$ cat src/tlb_params.svh
// TLB sizing macros, field widths, register map and command codes
`ifndef TLB_PARAMS_SVH
`define TLB_PARAMS_SVH

`define TLB_NUM      32
`define TLB_IDX_W    5
`define TLB_VPN2_W   19
`define TLB_ASID_W   10
`define TLB_PFN_W    20

// wishbone word addresses
`define TLB_REG_INDEX 3'd0
`define TLB_REG_HI    3'd1
`define TLB_REG_LO0   3'd2
`define TLB_REG_LO1   3'd3
`define TLB_REG_CMD   3'd4

`define TLB_CMD_WI   32'd1
`define TLB_CMD_R    32'd2
`define TLB_CMD_P    32'd3

`endif

$ cat src/tlb_found_compare.sv
// associative match of all TLB entries against two lookup keys and a probe key
`timescale 1ns/1ns
`default_nettype none
`include "tlb_params.svh"

module tlb_found_compare #(
    parameter int tlb_num = `TLB_NUM
) (
    input  logic                           clk,
    input  logic [tlb_num-1:0]             all_e,
    input  logic [tlb_num-1:0]             all_g,
    input  logic [tlb_num*`TLB_ASID_W-1:0] all_asid,
    input  logic [tlb_num*`TLB_VPN2_W-1:0] all_vpn2,
    input  logic [`TLB_ASID_W-1:0]         s0_asid,
    input  logic [`TLB_ASID_W-1:0]         s1_asid,
    input  logic [`TLB_VPN2_W-1:0]         s0_vpn2,
    input  logic [`TLB_VPN2_W-1:0]         s1_vpn2,
    input  logic [`TLB_VPN2_W-1:0]         s_vpn2,
    input  logic [`TLB_ASID_W-1:0]         s_asid,
    output logic [tlb_num-1:0]             found0,
    output logic [tlb_num-1:0]             found1,
    output logic                           s_e,
    output logic [$clog2(tlb_num)-1:0]     s_index
);
    localparam int idx_w = $clog2(tlb_num);

    logic [tlb_num-1:0] found_search;

    // global entries skip the asid compare
    function automatic logic match_at(
        input int                     i,
        input logic [`TLB_VPN2_W-1:0] vpn2,
        input logic [`TLB_ASID_W-1:0] asid
    );
        return all_e[i]
            && (all_g[i] || (all_asid[i*`TLB_ASID_W +: `TLB_ASID_W] == asid))
            && (all_vpn2[i*`TLB_VPN2_W +: `TLB_VPN2_W] == vpn2);
    endfunction

    always_comb begin
        for (int i = 0; i < tlb_num; i++) begin
            found0[i]       = match_at(i, s0_vpn2, s0_asid);
            found1[i]       = match_at(i, s1_vpn2, s1_asid);
            found_search[i] = match_at(i, s_vpn2, s_asid);
        end
    end

    assign s_e = |found_search;

    // or-encode, valid for a one-hot probe vector
    always_comb begin
        s_index = '0;
        for (int i = 0; i < tlb_num; i++) begin
            if (found_search[i]) begin
                s_index = s_index | idx_w'(i);
            end
        end
    end

    a_probe_onehot: assert property (@(posedge clk) $onehot0(found_search))
        else $error("probe matched more than one TLB entry");

endmodule

`default_nettype wire

$ cat config.mk
export PLATFORM = sky130hd
export DESIGN_NAME = tlb_found_compare
export DESIGN_NICKNAME = d
export VERILOG_FILES = /design/src/tlb_found_compare.sv
export VERILOG_INCLUDE_DIRS = /design/src
export SDC_FILE = /design/constraint.sdc
export NUM_CORES = 2
export LEC_CHECK = 0
export BUFFER_PORTS_ARGS = -buffer_cell sky130_fd_sc_hd__buf_2
export CAP_MARGIN = 20
export CORE_AREA = 2 2 450 452
export DETAILED_ROUTE_END_ITERATION = 8
export DIE_AREA = 0 0 452 454
export PLACE_DENSITY = 0.39
export SYNTH_ARGS = -nofsm -noshare
export SYNTH_HDL_FRONTEND = slang
export SYNTH_SLANG_ARGS = --single-unit
$ cat constraint.sdc
create_clock -name vclk -period 2.8
set_clock_uncertainty 0.1 [all_clocks]
set_input_delay 0.28 -clock vclk [all_inputs]
set_output_delay 0.28 -clock vclk [all_outputs]
set_load 0.005 [all_outputs]
==> flow_metrics.tcl <==
set metrics [dict create \
    status "complete, but fails checks" \
    failed_checks "negative setup slack" \
    grt_usage_pct 31.4 \
    multiInputGateArea_um2 32800 \
    drtPass1Iterations 5 \
    grt_max_degree 31 \
    dp_cells 8439 \
    nClkBuffers 0 \
    antenna_found_initial 115 \
    setup_ws_ns -0.488 \
    p_per_area_nw_per_um2 190 \
    port_buffers 1149 \
    ys_seq_area_share_pct 0 \
    post_synth.cell_area_avg_um2 7.99 \
    initial_core_util_pct 16.4 \
    rsz0062_at_grt "true" \
    overflow 0 \
    vias 42900 \
    vias_per_cell 5.01 \
    die-area_um2 205000 \
    cpPeakStageDelay_ns 0.49 \
    yosysWarningCount 0 \
    critPathCaptureType "output pin" \
    io_pins 1150 \
    grt_pass1_vias 42400 \
    hold_depth 4 \
    drv_cap 0 \
    final_cells 8549 \
    seqCellArea_um2 0 \
    wl_um 341000 \
    seq_cell_count 0 \
    post-route-min-period_ns 3.29 \
    core-area_um2 201000 \
    rows 165 \
    hold_end "found1[15]" \
    synthCells 4119 \
    startpoint_type "input pin" \
    fp.dieW_um 452 \
    finalCritPeriodShare_pct 117 \
    crit_path_max_fanout 7 \
    power.leakage_nw 20.9 \
    finalMaxSlewViolations 0 \
    dp_hpwl_um 284000 \
    worstPathArrival_ns 2.91 \
    postPlaceCellArea_um2 48300 \
    setup_violations 7 \
    cp_common_cell "buf_4" \
    area_growth_pct 55.7 \
    required_ns 2.42 \
    grt_pass1_wl_um 430000 \
    tns_ns -2.30 \
    drc_errors 0 \
    drt-wirelength-per-cell_um 39.8 \
    netlist-cell-type-count 20 \
    fmax_ghz 0.304 \
    finalHoldViolations 0 \
    synth_top_area_share_pct 51.1 \
    fin_nets 6892 \
    max_slew_margin_pct 46.2 \
    path_cells "buf_6 -> buf_12 -> buf_4 -> xor2_1 -> nor4_1 -> a41oi_2 -> buf_4 -> nor4_2 -> buf_4 -> nor4_4 -> buf_12 -> nand4_1 -> buf_2" \
    final_cell_area_um2 51200 \
    ys_top_cells_by_area "xor2_1 51%, xnor2_1 23%, nor4_1 11%, nand4_1 3.7%, a41oi_1 2.3%" \
    nFillCells 22200 \
    critPathKind "input pin to output pin" \
    syn_nets 5199 \
    worstHoldStart "all_e[15]" \
    routabilityCongestion 1.03 \
    hold_path.class "input pin to output pin" \
    synth_area_um2 32900 \
    drtIter0Drc 4593 \
    die_y_um 454 \
    yosys.area.top_type "xor2_1" \
    crit_slowest_cell "nor4_1" \
    worst_pin_slew_ns 0.797 \
    ir_worst_vdd_mv 0.116 \
    layout-drive-gt1-share_pct 39.3 \
    ant_nets 0 \
]
==> power breakdown <==
group           internal [W]  switching (W)
Sequential                 0              0
Clock          0.00000000300              0
Combinational        0.00379        0.00593
Total                0.00379        0.00593
==> layer usage <==
layer / share of wire, % / vias up / global-route usage (%) / routed length, µm
met5: 0.060 / - / 0 / 205
met4: 9.9 / 28 / 24.9 / 33600
met3: 7.0 / 966 / 4.67 / 24000
met2: 45 / 2901 / 50.3 / 152000
met1: 38 / 21500 / 37.3 / 131000
li1: - / 17500 / - / -
==> worst max-delay path, delay by kind of cell <==
family          cells  cell delay [ns]
buf+inv             7             1.22
simple gates        4             0.98
compound gates      1             0.25
xor+xnor            1             0.16
==> cells in the mapped netlist (all sizes together) <==
cell type	instances
xor2	1920
xnor2	864
nor4	590
buf	282
nand4	196
nand3	98
a41oi	96
clkbuf	66
nor2	4
nand2	1
or2	1
or3	1
==> cells by family after synthesis <==
logic type	count (synthesis)	share of synthesized area (%)
AOI/OAI and AO/OA	96	2.81
xor gates and xnor gates	2784	74.1
buffers and inverters	348	6.40
and+or+nand+nor	891	16.7
==> placed cells by master, fill, tap and decap left out, types with 28 or more instances in the layout <==
| cell | Yosys | layout |
|---|---|---|
| xor2_2 | 0 | 28 |
| nor4_2 | 7 | 105 |
| buf_6 | 38 | 50 |
| a41oi_2 | 11 | 50 |
| buf_12 | 11 | 148 |
| buf_2 | 47 | 1077 |
| nor4_4 | 1 | 48 |
| a41oi_1 | 85 | 39 |
| nand4_1 | 196 | 196 |
| nand3_1 | 98 | 95 |
| diode_2 | 0 | 67 |
| xnor2_1 | 864 | 863 |
| buf_4 | 47 | 742 |
| xor2_1 | 1920 | 1892 |
| nor4_1 | 582 | 437 |
==> repair_timing <==
| item | CTS | global route |
|---|---|---|
| pin swaps | 74 | 60 |
| setup buffers | 24 | 23 |
| gates resized for setup | 231 | 149 |
| cloned | 6 | 3 |
| endpoints found under the setup margin | 43 | 37 |
| endpoints found under the hold margin | 0 | 0 |
| hold buffers | 0 | 0 |
==> per-stage QoR <==
step | worst slack, ns | hold slack (ns) | utilization (%) | power (W)
after floorplan | 0.555 | 0.556 | - | 0.00408
after global placement | -1.23 | 0.833 | 24.0 | 0.00909
after detailed placement | -1.23 | 0.834 | 24.0 | 0.00907
after CTS | -0.513 | 0.836 | 24.9 | 0.00939
after global routing | -0.493 | 0.844 | 25.5 | 0.0100
final | -0.488 | 0.849 | 25.5 | 0.00973
==> cell type report <==
cell class | instances | area share [%]
tap | 2672 | 6.52
multi-input combinational | 3771 | 64.0
antenna | 67 | 0.327
timing repair buffer | 2039 | 29.1
==> worst max-delay path by stage <==
| stage | depth (start not counted) | to | startpoint | slack [ns] |
|---|---|---|---|---|
| CTS | 13 | s_index[2] | s_asid[2] | -0.51 |
| global route | 14 | s_e | s_asid[6] | -0.49 |
| finish | 13 | s_index[0] | s_asid[0] | -0.49 |
| global placement | 14 | s_e | s_asid[6] | -1.23 |
| detailed placement | 14 | s_e | s_asid[2] | -1.23 |
| floorplan | 9 | s_e | s_asid[9] | 0.55 |
(Power assumes the default switching activity.)
