## src/tlb_params.svh

```systemverilog
// TLB sizing macros, field widths, register map and command codes
`ifndef TLB_PARAMS_SVH
`define TLB_PARAMS_SVH

`define TLB_NUM      32
`define TLB_IDX_W    5
`define TLB_VPN2_W   19
`define TLB_ASID_W   10
`define TLB_PFN_W    20

// wishbone word addresses
`define TLB_REG_INDEX 3'd0
`define TLB_REG_HI    3'd1
`define TLB_REG_LO0   3'd2
`define TLB_REG_LO1   3'd3
`define TLB_REG_CMD   3'd4

`define TLB_CMD_WI   32'd1
`define TLB_CMD_R    32'd2
`define TLB_CMD_P    32'd3

`endif

```

## src/tlb_pkg.sv

```systemverilog
// TLB types: page and entry records, register word views, lookup and bus bundles
`default_nettype none
`include "tlb_params.svh"

package tlb_pkg;

    typedef struct packed {
        logic [`TLB_PFN_W-1:0] pfn;
        logic [2:0]            c;
        logic                  d;
        logic                  v;
    } tlb_page_t;

    typedef struct packed {
        logic [`TLB_VPN2_W-1:0] vpn2;
        logic [`TLB_ASID_W-1:0] asid;
        logic                   g;
        tlb_page_t              page0;
        tlb_page_t              page1;
    } tlb_entry_t;

    // ~~~~~~~~~~~~~~~~~~~~~~~~~~~~~~~~~~~~~~~~~~~~~~~~
    // cp0 register word, EntryHi or EntryLo layout
    typedef struct packed {
        logic [`TLB_VPN2_W-1:0] vpn2;
        logic [2:0]             pad;
        logic [`TLB_ASID_W-1:0] asid;
    } tlb_hi_t;

    typedef struct packed {
        logic [5:0]            pad;
        logic [`TLB_PFN_W-1:0] pfn;
        logic [2:0]            c;
        logic                  d;
        logic                  v;
        logic                  g;
    } tlb_lo_t;

    typedef union packed {
        tlb_hi_t hi;
        tlb_lo_t lo;
    } tlb_reg_word_u;

    // ~~~~~~~~~~~~~~~~~~~~~~~~~~~~~~~~~~~~~~~~~~~~~~~~
    typedef struct packed {
        logic        valid;
        logic [31:0] vaddr;
    } lookup_req_t;

    typedef struct packed {
        logic        valid;
        logic        hit;
        logic [31:0] paddr;
        logic [2:0]  c;
        logic        d;
        logic        v;
    } lookup_rsp_t;

    typedef struct packed {
        logic        cyc;
        logic        stb;
        logic        we;
        logic [2:0]  adr;
        logic [31:0] dat_w;
    } wb_req_t;

    typedef struct packed {
        logic        ack;
        logic [31:0] dat_r;
    } wb_rsp_t;

endpackage

`default_nettype wire

```

## src/tlb_lookup.sv

```systemverilog
// two translation ports, hit page select and registered responses
`timescale 1ns/1ns
`default_nettype none
`include "tlb_params.svh"

module tlb_lookup import tlb_pkg::*; (
    input  logic                         clk,
    input  logic                         rst_n,
    input  lookup_req_t                  req0,
    input  lookup_req_t                  req1,
    input  logic [`TLB_ASID_W-1:0]       cur_asid,
    input  logic [`TLB_NUM-1:0]          found0,
    input  logic [`TLB_NUM-1:0]          found1,
    input  tlb_page_t [2*`TLB_NUM-1:0]   all_pages,
    output logic [`TLB_VPN2_W-1:0]       key0_vpn2,
    output logic [`TLB_VPN2_W-1:0]       key1_vpn2,
    output lookup_rsp_t                  rsp0,
    output lookup_rsp_t                  rsp1
);
    lookup_rsp_t rsp0_d;
    lookup_rsp_t rsp1_d;

    // one-hot found vector, so an or-select is enough
    function automatic lookup_rsp_t translate(
        input lookup_req_t               req,
        input logic [`TLB_NUM-1:0]       found,
        input tlb_page_t [2*`TLB_NUM-1:0] pages
    );
        tlb_page_t   pg;
        lookup_rsp_t rsp;
        pg = '0;
        for (int i = 0; i < `TLB_NUM; i++) begin
            if (found[i]) begin
                pg = pg | pages[2*i + int'(req.vaddr[12])];
            end
        end
        rsp.valid = req.valid;
        rsp.hit   = |found;
        rsp.paddr = rsp.hit ? {pg.pfn, req.vaddr[11:0]} : 32'h0;
        rsp.c     = pg.c;
        rsp.d     = pg.d;
        rsp.v     = pg.v;
        return rsp;
    endfunction

    assign key0_vpn2 = req0.vaddr[31:13];
    assign key1_vpn2 = req1.vaddr[31:13];

    assign rsp0_d = translate(req0, found0, all_pages);
    assign rsp1_d = translate(req1, found1, all_pages);

    always_ff @(posedge clk) begin
        if (!rst_n) begin
            rsp0.valid <= 1'b0;
            rsp1.valid <= 1'b0;
        end else begin
            rsp0 <= rsp0_d;
            rsp1 <= rsp1_d;
        end
    end

    // EntryHi asid must not move on the edge that captures a lookup
    a_asid_stable: assert property (
        @(posedge clk) disable iff (!rst_n)
        (req0.valid || req1.valid) |=> $stable(cur_asid)
    ) else $error("asid changed on a lookup capture edge");

endmodule

`default_nettype wire

```

## config.mk

```make
export PLATFORM = sky130hd
export DESIGN_NAME = tlb_lookup
export DESIGN_NICKNAME = d
export VERILOG_FILES = /design/src/tlb_pkg.sv /design/src/tlb_lookup.sv
export VERILOG_INCLUDE_DIRS = /design/src
export SDC_FILE = /design/constraint.sdc
export NUM_CORES = 2
export LEC_CHECK = 0
export BUFFER_PORTS_ARGS = -buffer_cell sky130_fd_sc_hd__buf_4
export CAP_MARGIN = 20
export CORE_AREA = 2 2 728 730
export CTS_BUF_LIST = sky130_fd_sc_hd__clkbuf_4 sky130_fd_sc_hd__clkbuf_8
export CTS_CLUSTER_SIZE = 16
export DETAILED_ROUTE_END_ITERATION = 10
export DIE_AREA = 0 0 730 732
export PLACE_DENSITY = 0.3
export SETUP_SLACK_MARGIN = 0.05
export SLEW_MARGIN = 40
export SYNTH_ARGS = -nofsm -noshare
export SYNTH_HDL_FRONTEND = slang
export SYNTH_SLANG_ARGS = --single-unit
```

## constraint.sdc

```tcl
create_clock -name clk -period 3.3 [get_ports clk]
set_input_delay 0.495 -clock clk [delete_from_list [all_inputs] [get_ports clk]]
set_output_delay 0.495 -clock clk [all_outputs]
set_load 0.02 [all_outputs]
```

==> results summary <==
The worst vdd rail ir drop came out at 0.214 mV. Once routing completed, OpenROAD measured the worst setup slack at 0.479 ns. The post-synthesis register bit count came out at 78.

The starting utilization of the core area came out at 5.79%. The post-cts resize count came out at 0. The final setup violation count is 0. The largest incremental delay on the critical path is 0.39 ns.

The remaining global-route overflow came out at 0. Across the run, the number of max-cap violations was 0. The top cell types in the final layout, fill and taps aside, are sky130_fd_sc_hd__buf_4, sky130_fd_sc_hd__mux2_2, sky130_fd_sc_hd__a22oi_1.

The maximum number of pins on one net before global-route repair is 46. Tracing the worst setup path back leads to its startpoint at req0[12]. The number of global-route vias before repair is 40777. Leaving out fill and tap cells, the most frequent cell in the layout is sky130_fd_sc_hd__buf_4.

Subtracting the final worst setup slack from the clock period gives 2.82 ns. Overall power consumption after layout is estimated at 10800 uW. The filler cells instantiated in the layout total 61265. STA classifies the critical path startpoint as an input pin. For this run, the number of Yosys warnings is 0. The synthesized netlist occupies a cell area of 30500 um2. The number of buffers and inverters on the critical path came out at 6. The worst endpoint data arrival time is 3.21 ns. sky130_fd_sc_hd__mux2_2 takes more of the synthesized area than any other cell. For the worst setup path, the data required time is 3.69 ns. The smallest hold slack came out at 0.142 ns. The root buffer cell is sky130_fd_sc_hd__clkbuf_8.

The total number of vias is 40677. The met1 capacity usage during global routing is 21.9%. The number of cells produced by synthesis came out at 3188. The hold violation count in the final report came out at 0. The placer's final routability congestion estimate is 0.852. Sorting the synthesized cells by area gives the leading types as sky130_fd_sc_hd__mux2_2, sky130_fd_sc_hd__a22oi_1, sky130_fd_sc_hd__edfxtp_1, sky130_fd_sc_hd__mux2_1, sky130_fd_sc_hd__nand4_1. The initial antenna violation count came out at 437. The most numerous cell type found on the critical path is sky130_fd_sc_hd__buf_4.

The ratio of total power to cell area is 193 nW/um2. The number of post-CTS setup repair buffers came out at 0. The clock-pin slew reported for the worst setup and hold paths after clock tree synthesis came out at 0.12 ns. The first-pass detailed-route iteration total is 5. Along the worst path, the maximum fanout reaches 21. The buffer levels on the longest clock path came out at 3. The met3 track demand over resource in global routing came out at 6.09%. Setup repair after global routing left no endpoint under its margin. The critical path is of the in2reg type.

The number of design rule violations left after detail routing is 0. Grouping stages by cell kind, the critical path spends the most delay in buffers and inverters. The highest clock rate is 354 MHz. The die covers 534000 um2. The global-route total usage across every layer came out at 17.8%. The final critical path takes up 85.5% of the cycle. The share of the synthesized area in the top cell type is 54.7%. Summed over all failing endpoints, the final setup total negative slack is 0 ns. Relative to the synthesized area, the layout overhead comes to 83.5%. Detailed placement ended at an HPWL of 448000 um.

The category of the worst setup path capture point is a flop. The number of nets in the layout is 6871. In this run the tool buffered the top-level ports with 1771 buffer cells. The worst hold path begins at req1[11].

The footprint of the flip-flops and latches is 2320 um2. Cells with a size suffix above 1 make up 74.8% of the layout. The run finished with clean final reports. The global-route track usage on met2 came out at 29.4%. The worst slack at placement came out at -0.261 ns. TritonCTS built the clock tree. The slowest stage of the critical path belongs to the cell sky130_fd_sc_hd__or4_1. The average size of a mapped cell is 9.56 um2. The number of buffers added by the clock tree synthesis step came out at 13. The critical path ends at rsp0[17].

The signal on the critical path passes through buf_8 > buf_12 > buf_12 > buf_4 > mux2_2 > a22oi_1 > buf_4 > nand4_1 > buf_4 > or4_1. In this run the horizontal extent of the chip is 730 um. For the pin with the worst max-slew slack, the measured transition is 0.906 ns. 1858 I/O pins were placed. The number of distinct library cell variants in the gate-level netlist after synthesis is 17. The number of core rows is 267.

After detailed routing, the number of vias per cell comes to 3.31. The first global-routing pass estimated 588000 um of wire. The count of cell instances traversed by the critical path came out at 10. The multi-input logic area came out at 26000 um2.

The H-tree depth came out at 3. The total wirelength of the detailed-routed design is 500000 um. For this run, the register share of the synthesized area comes to 7.62%.

In this run the static leakage power is 0.0209 uW. The count of pins over their slew limit is 0. The class of the tightest hold or removal check is in2reg. met2 is the most crowded layer. The first-iteration detailed-routing DRC count came out at 2635. Clock tree synthesis found a total of 78 sinks. The worst pin sits at a relative slew slack of 39.6%. The die height came out at 732 um. At the end of the flow the core is filled with cells to 10.6%. The average wire length per cell after detail routing came out at 40.7 um.

When the netlist entered floorplanning its net count stood at 4930. After floorplanning, the core was sized to cover 527000 um2. The final antenna-violating net count is 0.
[area by class of cell]
class | instances | share of cell area, %
repair buffers | 2336 | 32.6
flip-flops and latches | 78 | 4.15
clock inverters | 2 | 0.0671
well taps | 6994 | 15.6
clock buffers | 14 | 0.333
multi-input cells | 2698 | 46.4
diodes | 165 | 0.738
inverters | 2 | 0.0134
[flip-flops by register name, indices dropped and copies added, names as in the netlist]
register  count
rsp0         39
rsp1         39
[power breakdown]
group | internal, uW | total (uW) | switching [uW]
combinational | 3920 | 8490 | 4570
sequential | 1140 | 1180 | 30.6
clock | 455 | 1160 | 700
[layer usage]
layer / vias up / part of all wire (%)
li1: 17177 / -
met1: 20210 / 42
met2: 2343 / 46
met3: 739 / 9.1
met4: 208 / 2.9
met5: - / 0.27
[per-stage QoR]
stage               area [um2]  instances
CTS                      55500      12124
global route             55800      12219
global placement         55200      12104
finish                   55900      12289
floorplan                30500       3188
detailed placement       55300      12106
[cells by family (layout without fill, tap and decap cells)]
family          Yosys count  count (layout)  share of synthesized area, %
compound gates          800             800                          19.7
simple gates            298             298                          6.30
flops                    78              78                          7.62
other cells               0             165                             0
mux                    1600            1600                          59.1
buf+inv                 412            2354                          7.28
[timing repair]
action / CTS / global route
hold endpoints to repair: 2 / 0
hold buffers: 2 / 0
setup endpoints to repair: 0 / 0
[worst min-delay path by stage]
stage,slack (ns),depth (start not counted),endpoint
after detailed placement,0.70,2,rsp0[38]
after global placement,0.70,2,rsp0[38]
after global routing,0.05,2,rsp1[5]
after CTS,0.02,2,rsp1[5]
after floorplan,0.61,0,rsp0[0]
final,0.14,2,rsp1[16]
[cell usage after synthesis]
master                     number
sky130_fd_sc_hd__a22oi_1      800
sky130_fd_sc_hd__and2_1         2
sky130_fd_sc_hd__buf_1         33
sky130_fd_sc_hd__buf_2        113
sky130_fd_sc_hd__buf_4         38
sky130_fd_sc_hd__buf_6         52
sky130_fd_sc_hd__clkbuf_1     174
sky130_fd_sc_hd__dfxtp_1        2
sky130_fd_sc_hd__edfxtp_1      76
sky130_fd_sc_hd__inv_1          2
sky130_fd_sc_hd__mux2_1       119
sky130_fd_sc_hd__mux2_2      1481
sky130_fd_sc_hd__nand4_1      204
sky130_fd_sc_hd__nor2_1         2
sky130_fd_sc_hd__nor2b_1       24
sky130_fd_sc_hd__nor4_1        16
sky130_fd_sc_hd__or4_1         50
(Power assumes the default switching activity.)
