===== src/tlb_params.svh =====
// TLB sizing macros, field widths, register map and command codes
`ifndef TLB_PARAMS_SVH
`define TLB_PARAMS_SVH

`define TLB_NUM      32
`define TLB_IDX_W    5
`define TLB_VPN2_W   19
`define TLB_ASID_W   10
`define TLB_PFN_W    20

// wishbone word addresses
`define TLB_REG_INDEX 3'd0
`define TLB_REG_HI    3'd1
`define TLB_REG_LO0   3'd2
`define TLB_REG_LO1   3'd3
`define TLB_REG_CMD   3'd4

`define TLB_CMD_WI   32'd1
`define TLB_CMD_R    32'd2
`define TLB_CMD_P    32'd3

`endif


===== src/tlb_pkg.sv =====
// TLB types: page and entry records, register word views, lookup and bus bundles
`default_nettype none
`include "tlb_params.svh"

package tlb_pkg;

    typedef struct packed {
        logic [`TLB_PFN_W-1:0] pfn;
        logic [2:0]            c;
        logic                  d;
        logic                  v;
    } tlb_page_t;

    typedef struct packed {
        logic [`TLB_VPN2_W-1:0] vpn2;
        logic [`TLB_ASID_W-1:0] asid;
        logic                   g;
        tlb_page_t              page0;
        tlb_page_t              page1;
    } tlb_entry_t;

    // ~~~~~~~~~~~~~~~~~~~~~~~~~~~~~~~~~~~~~~~~~~~~~~~~
    // cp0 register word, EntryHi or EntryLo layout
    typedef struct packed {
        logic [`TLB_VPN2_W-1:0] vpn2;
        logic [2:0]             pad;
        logic [`TLB_ASID_W-1:0] asid;
    } tlb_hi_t;

    typedef struct packed {
        logic [5:0]            pad;
        logic [`TLB_PFN_W-1:0] pfn;
        logic [2:0]            c;
        logic                  d;
        logic                  v;
        logic                  g;
    } tlb_lo_t;

    typedef union packed {
        tlb_hi_t hi;
        tlb_lo_t lo;
    } tlb_reg_word_u;

    // ~~~~~~~~~~~~~~~~~~~~~~~~~~~~~~~~~~~~~~~~~~~~~~~~
    typedef struct packed {
        logic        valid;
        logic [31:0] vaddr;
    } lookup_req_t;

    typedef struct packed {
        logic        valid;
        logic        hit;
        logic [31:0] paddr;
        logic [2:0]  c;
        logic        d;
        logic        v;
    } lookup_rsp_t;

    typedef struct packed {
        logic        cyc;
        logic        stb;
        logic        we;
        logic [2:0]  adr;
        logic [31:0] dat_w;
    } wb_req_t;

    typedef struct packed {
        logic        ack;
        logic [31:0] dat_r;
    } wb_rsp_t;

endpackage

`default_nettype wire


===== src/tlb_wb_regs.sv =====
// Wishbone slave with Index, EntryHi, EntryLo0/1 staging registers and tlbwi, tlbr, tlbp
`timescale 1ns/1ns
`default_nettype none
`include "tlb_params.svh"

module tlb_wb_regs import tlb_pkg::*; (
    input  logic                   clk,
    input  logic                   rst_n,
    input  wb_req_t                wb_req,
    output wb_rsp_t                wb_rsp,
    output logic                   we,
    output logic [`TLB_IDX_W-1:0]  w_index,
    output tlb_entry_t             w_entry,
    output logic [`TLB_IDX_W-1:0]  r_index,
    input  tlb_entry_t             r_entry,
    output logic [`TLB_VPN2_W-1:0] probe_vpn2,
    output logic [`TLB_ASID_W-1:0] probe_asid,
    output logic [`TLB_ASID_W-1:0] cur_asid,
    input  logic                   probe_hit,
    input  logic [`TLB_IDX_W-1:0]  probe_index
);
    logic                  ack_q;
    logic                  p_q;
    logic [`TLB_IDX_W-1:0] idx_q;
    tlb_reg_word_u         hi_q;
    tlb_reg_word_u         lo0_q;
    tlb_reg_word_u         lo1_q;
    tlb_reg_word_u         hi_wr;
    tlb_reg_word_u         lo_wr;
    logic [31:0]           rd_data;
    logic                  access;
    logic                  wr_fire;
    logic                  cmd_wi;
    logic                  cmd_r;
    logic                  cmd_p;

    function automatic tlb_page_t lo_to_page(input tlb_reg_word_u w);
        return '{pfn: w.lo.pfn, c: w.lo.c, d: w.lo.d, v: w.lo.v};
    endfunction

    function automatic tlb_reg_word_u page_to_lo(input tlb_page_t p, input logic g);
        tlb_reg_word_u w;
        w      = '0;
        w.lo.pfn = p.pfn;
        w.lo.c   = p.c;
        w.lo.d   = p.d;
        w.lo.v   = p.v;
        w.lo.g   = g;
        return w;
    endfunction

    // ~~~~~~~~~~~~~~~~~~~~~~~~~~~~~~~~~~~~~~~~~~~~~~~~
    // bus decode, one wait state
    assign access  = wb_req.cyc & wb_req.stb;
    assign wr_fire = access & wb_req.we & ack_q;
    assign cmd_wi  = wr_fire && (wb_req.adr == `TLB_REG_CMD) && (wb_req.dat_w == `TLB_CMD_WI);
    assign cmd_r   = wr_fire && (wb_req.adr == `TLB_REG_CMD) && (wb_req.dat_w == `TLB_CMD_R);
    assign cmd_p   = wr_fire && (wb_req.adr == `TLB_REG_CMD) && (wb_req.dat_w == `TLB_CMD_P);

    // pads read back as zero
    always_comb begin
        hi_wr        = wb_req.dat_w;
        hi_wr.hi.pad = '0;
        lo_wr        = wb_req.dat_w;
        lo_wr.lo.pad = '0;
    end

    always_comb begin
        case (wb_req.adr)
            `TLB_REG_INDEX: rd_data = {p_q, {(31-`TLB_IDX_W){1'b0}}, idx_q};
            `TLB_REG_HI:    rd_data = hi_q;
            `TLB_REG_LO0:   rd_data = lo0_q;
            `TLB_REG_LO1:   rd_data = lo1_q;
            default:        rd_data = '0;
        endcase
    end

    assign wb_rsp.ack   = ack_q;
    assign wb_rsp.dat_r = rd_data;

    always_ff @(posedge clk) begin
        if (!rst_n) begin
            ack_q <= 1'b0;
            p_q   <= 1'b0;
            idx_q <= '0;
            hi_q  <= '0;
            lo0_q <= '0;
            lo1_q <= '0;
        end else begin
            ack_q <= access & ~ack_q;
            if (wr_fire) begin
                case (wb_req.adr)
                    `TLB_REG_INDEX: begin
                        p_q   <= wb_req.dat_w[31];
                        idx_q <= wb_req.dat_w[`TLB_IDX_W-1:0];
                    end
                    `TLB_REG_HI:  hi_q  <= hi_wr;
                    `TLB_REG_LO0: lo0_q <= lo_wr;
                    `TLB_REG_LO1: lo1_q <= lo_wr;
                    default: ;
                endcase
            end
            // tlbr, g goes back into both halves
            if (cmd_r) begin
                hi_q         <= '0;
                hi_q.hi.vpn2 <= r_entry.vpn2;
                hi_q.hi.asid <= r_entry.asid;
                lo0_q        <= page_to_lo(r_entry.page0, r_entry.g);
                lo1_q        <= page_to_lo(r_entry.page1, r_entry.g);
            end
            // tlbp, index kept on a miss
            if (cmd_p) begin
                p_q <= ~probe_hit;
                if (probe_hit) begin
                    idx_q <= probe_index;
                end
            end
        end
    end

    // ~~~~~~~~~~~~~~~~~~~~~~~~~~~~~~~~~~~~~~~~~~~~~~~~
    assign we      = cmd_wi;
    assign w_index = idx_q;
    assign r_index = idx_q;

    always_comb begin
        w_entry.vpn2  = hi_q.hi.vpn2;
        w_entry.asid  = hi_q.hi.asid;
        w_entry.g     = lo0_q.lo.g & lo1_q.lo.g;
        w_entry.page0 = lo_to_page(lo0_q);
        w_entry.page1 = lo_to_page(lo1_q);
    end

    assign probe_vpn2 = hi_q.hi.vpn2;
    assign probe_asid = hi_q.hi.asid;
    assign cur_asid   = hi_q.hi.asid;

    a_ack_in_cycle: assert property (
        @(posedge clk) disable iff (!rst_n) ack_q |-> (wb_req.cyc && wb_req.stb)
    ) else $error("ack high without an active bus cycle");

endmodule

`default_nettype wire


===== config.mk =====
export PLATFORM = sky130hd
export DESIGN_NAME = tlb_wb_regs
export DESIGN_NICKNAME = d
export VERILOG_FILES = /design/src/tlb_pkg.sv /design/src/tlb_wb_regs.sv
export VERILOG_INCLUDE_DIRS = /design/src
export SDC_FILE = /design/constraint.sdc
export NUM_CORES = 1
export LEC_CHECK = 0
export ABC_CLOCK_PERIOD_IN_PS = 1880
export BUFFER_PORTS_ARGS = -buffer_cell sky130_fd_sc_hd__buf_4
export CELL_PAD_IN_SITES_DETAIL_PLACEMENT = 1
export CELL_PAD_IN_SITES_GLOBAL_PLACEMENT = 1
export CORE_ASPECT_RATIO = 0.5
export CORE_MARGIN = 3
export CORE_UTILIZATION = 30
export DETAILED_ROUTE_END_ITERATION = 12
export HOLD_SLACK_MARGIN = 0.02
export PLACE_DENSITY = 0.89
export SKIP_CTS_REPAIR_TIMING = 1
export SLEW_MARGIN = 20
export SYNTH_ARGS = -nofsm -noshare
export SYNTH_HDL_FRONTEND = slang
export SYNTH_SLANG_ARGS = --single-unit

===== constraint.sdc =====
create_clock -name clk -period 1.88 [get_ports clk]
set_clock_uncertainty 0.05 [all_clocks]
set_input_delay 0.188 -clock clk [delete_from_list [all_inputs] [get_ports clk]]
set_output_delay 0.188 -clock clk [all_outputs]
set_load 0.1 [all_outputs]

==> impl_metrics.env <==
export IMPL_status="finished with violations"
export IMPL_violations="negative setup slack"
export IMPL_clk_path_buf_depth=2
export IMPL_cp_slowest_cell="dfxtp_2"
export IMPL_p_leak_nw=3.71
export IMPL_area_growth_syn_to_layout_pct=59.5
export IMPL_arrival_ns=1.88
export IMPL_cts_sinks=88
export IMPL_final_nets=887
export IMPL_grt_pass1_vias=5859
export IMPL_cts_tree="yes"
export IMPL_synthArstFlopShare_pct=0
export IMPL_rsz0062_at_grt="true"
export IMPL_p_per_area_nw_per_um2=528
export IMPL_grt_max_degree=48
export IMPL_grt_remaining_overflow=0
export IMPL_netlist_instances=517
export IMPL_final_setup_viol_count=85
export IMPL_critPathKind="reg -> out"
export IMPL_hpwl_um=18000
export IMPL_grt_usage_pct=23.7
export IMPL_ys_seq_area_share_pct=33.5
export IMPL_yosysTopAreaCell="dfxtp_1"
export IMPL_numPortBuffers=288
export IMPL_drive_above_1_share_pct=68.9
export IMPL_final_cell_mix="buf_4, o21a_1, dfxtp_1"
export IMPL_gp_congestion=0.828
export IMPL_max_freq_mhz=471
export IMPL_slew_viol_final=0
export IMPL_worst_ep_required_time_ns=1.64
export IMPL_io_pins=289
export IMPL_synth_edff_count=0
export IMPL_synth_top_area_share_pct=33.5
export IMPL_start_util_pct=31.4
export IMPL_die_area_um2=19300
export IMPL_place_area_um2=7640
export IMPL_drtIter0Drc=585
export IMPL_numCtsBuffers=9
export IMPL_max_cap_violations=0
export IMPL_diodes=0
export IMPL_htree_num_levels=3
export IMPL_drc=0
export IMPL_crit_path_end_kind="output port"
export IMPL_min_path_type="in -> reg"
export IMPL_fp_dieW_um=193
export IMPL_tightest_slew_ns=0.409
export IMPL_root_buffer="clkbuf_16"
export IMPL_worst_slack_ns=-0.242
export IMPL_ys_flop_type="dfxtp_1"
export IMPL_vias=5864
export IMPL_crit_fanout=3
export IMPL_final_common_cell="buf_4"
export IMPL_path_cells="nand4_1 > nor4_4 > buf_4 > nor4bb_4 > buf_6"
export IMPL_dp_slack_ns=-0.590
export IMPL_final_cell_area_um2=8400
export IMPL_period_needed_ns=2.12
export IMPL_coreArea_um2=16800
export IMPL_ys_warn_count=0
export IMPL_ys_ff_latch=88
export IMPL_critPathLaunchType="flip-flop"
export IMPL_via_per_inst=5.91
export IMPL_insertion_delay_ns=0.35
export IMPL_avgSynthCellArea_um2=10.2
export IMPL_synth_area_top_cells="dfxtp_1, buf_4, o21a_1, o221a_2, o221a_1"
export IMPL_grt_pass1_wl_um=35700
export IMPL_num_rows=33
export IMPL_synthDistinctLibCells=34
export IMPL_wl_per_cell_um=29.0
export IMPL_cts_clk_slew_worst_paths_ns=0.07
export IMPL_hold_viol_final=0
export IMPL_syn_area_um2=5270
export IMPL_dr_pass1_iters=5
export IMPL_dieHeight_um=99.7
export IMPL_grt_antenna_before_repair=0
export IMPL_synth_nets=643
export IMPL_routed_wl_um=28800
export IMPL_crit_path_max_incr_delay_ns=0.33
export IMPL_ir_worst_vdd_mv=0.454
export IMPL_relSlewSlack_pct=72.8
export IMPL_period_share_pct=113
export IMPL_antenna_left=0
-- critical path, delay by kind of cell (launching register included) --
kind          cells  cell delay, ns
simple gates      3            0.74
flops             1            0.33
buf+inv           2            0.45
-- through the flow --
step           util [%]  TNS [ns]  power, mW  hold slack, ns  std cells
4_1_cts            47.5    -20.37       4.39          0.0353        978
6_report           50.1    -10.30       4.43          0.0409        993
3_5_place_dp       45.6    -46.65       2.46           0.388        962
2_1_floorplan         -     -8.68       2.09           0.294        517
3_3_place_gp       45.6    -37.01       2.45           0.380        962
5_1_grt            50.1    -17.49       4.52          0.0365        993
-- synth_stat cells (all sizes together) (5+ instances only) --
cell type,n
buf,115
dfxtp,88
o221a,81
o21a,80
clkbuf,25
nor2,22
a22oi,18
mux2,18
mux2i,11
nand2,10
and2,8
nor2b,7
nor4,6
mux4,5
o211a,5
-- cells by family after synthesis --
logic type | synth area share, %
buffers and inverters | 18.4
flip-flops | 33.5
AO/OA/AOI/OAI | 32.2
multiplexers | 8.08
AND/OR/NAND/NOR | 7.84
-- state kept, by name, indices dropped and copies added, names as in the netlist --
name,cells
lo0_q,26
lo1_q,26
r_index,5
ack_q,1
hi_q,29
p_q,1
-- path summary, 6_finish.rpt --
check            startpoint         end  slack [ns]  cells past startpoint
max                   ack_q          we       -0.24                      5
min          probe_index[2]  r_index[2]        0.04                      2
max reg2reg           ack_q     hi_q[5]       -0.22                      8
min reg2reg        lo0_q[1]    lo0_q[1]        0.49                      1
-- layer usage --
layer,track usage (%),routed length (um),vias to the layer above
met2,43.8,13800,397
li1,-,-,2388
met1,27.5,11200,2957
met5,0,0,-
met4,9.11,1600,0
met3,4.30,2180,122
-- power by group --
| part | internal (mW) | switching, mW |
|---|---|---|
| combinational | 0.281 | 0.309 |
| sequential | 1.87 | 0.00494 |
| clock | 1.14 | 0.829 |
| total | 3.29 | 1.14 |
-- cell type report --
cell class | count | area, um^2
clock buffers | 12 | 267
clock inverters | 4 | 51.3
fillers | 1847 | 8370
multi-input cells | 289 | 2860
flip-flops and latches | 88 | 1800
well taps | 227 | 284
repair buffers | 373 | 3130
No activity file was read; power rests on OpenSTA's default activity.
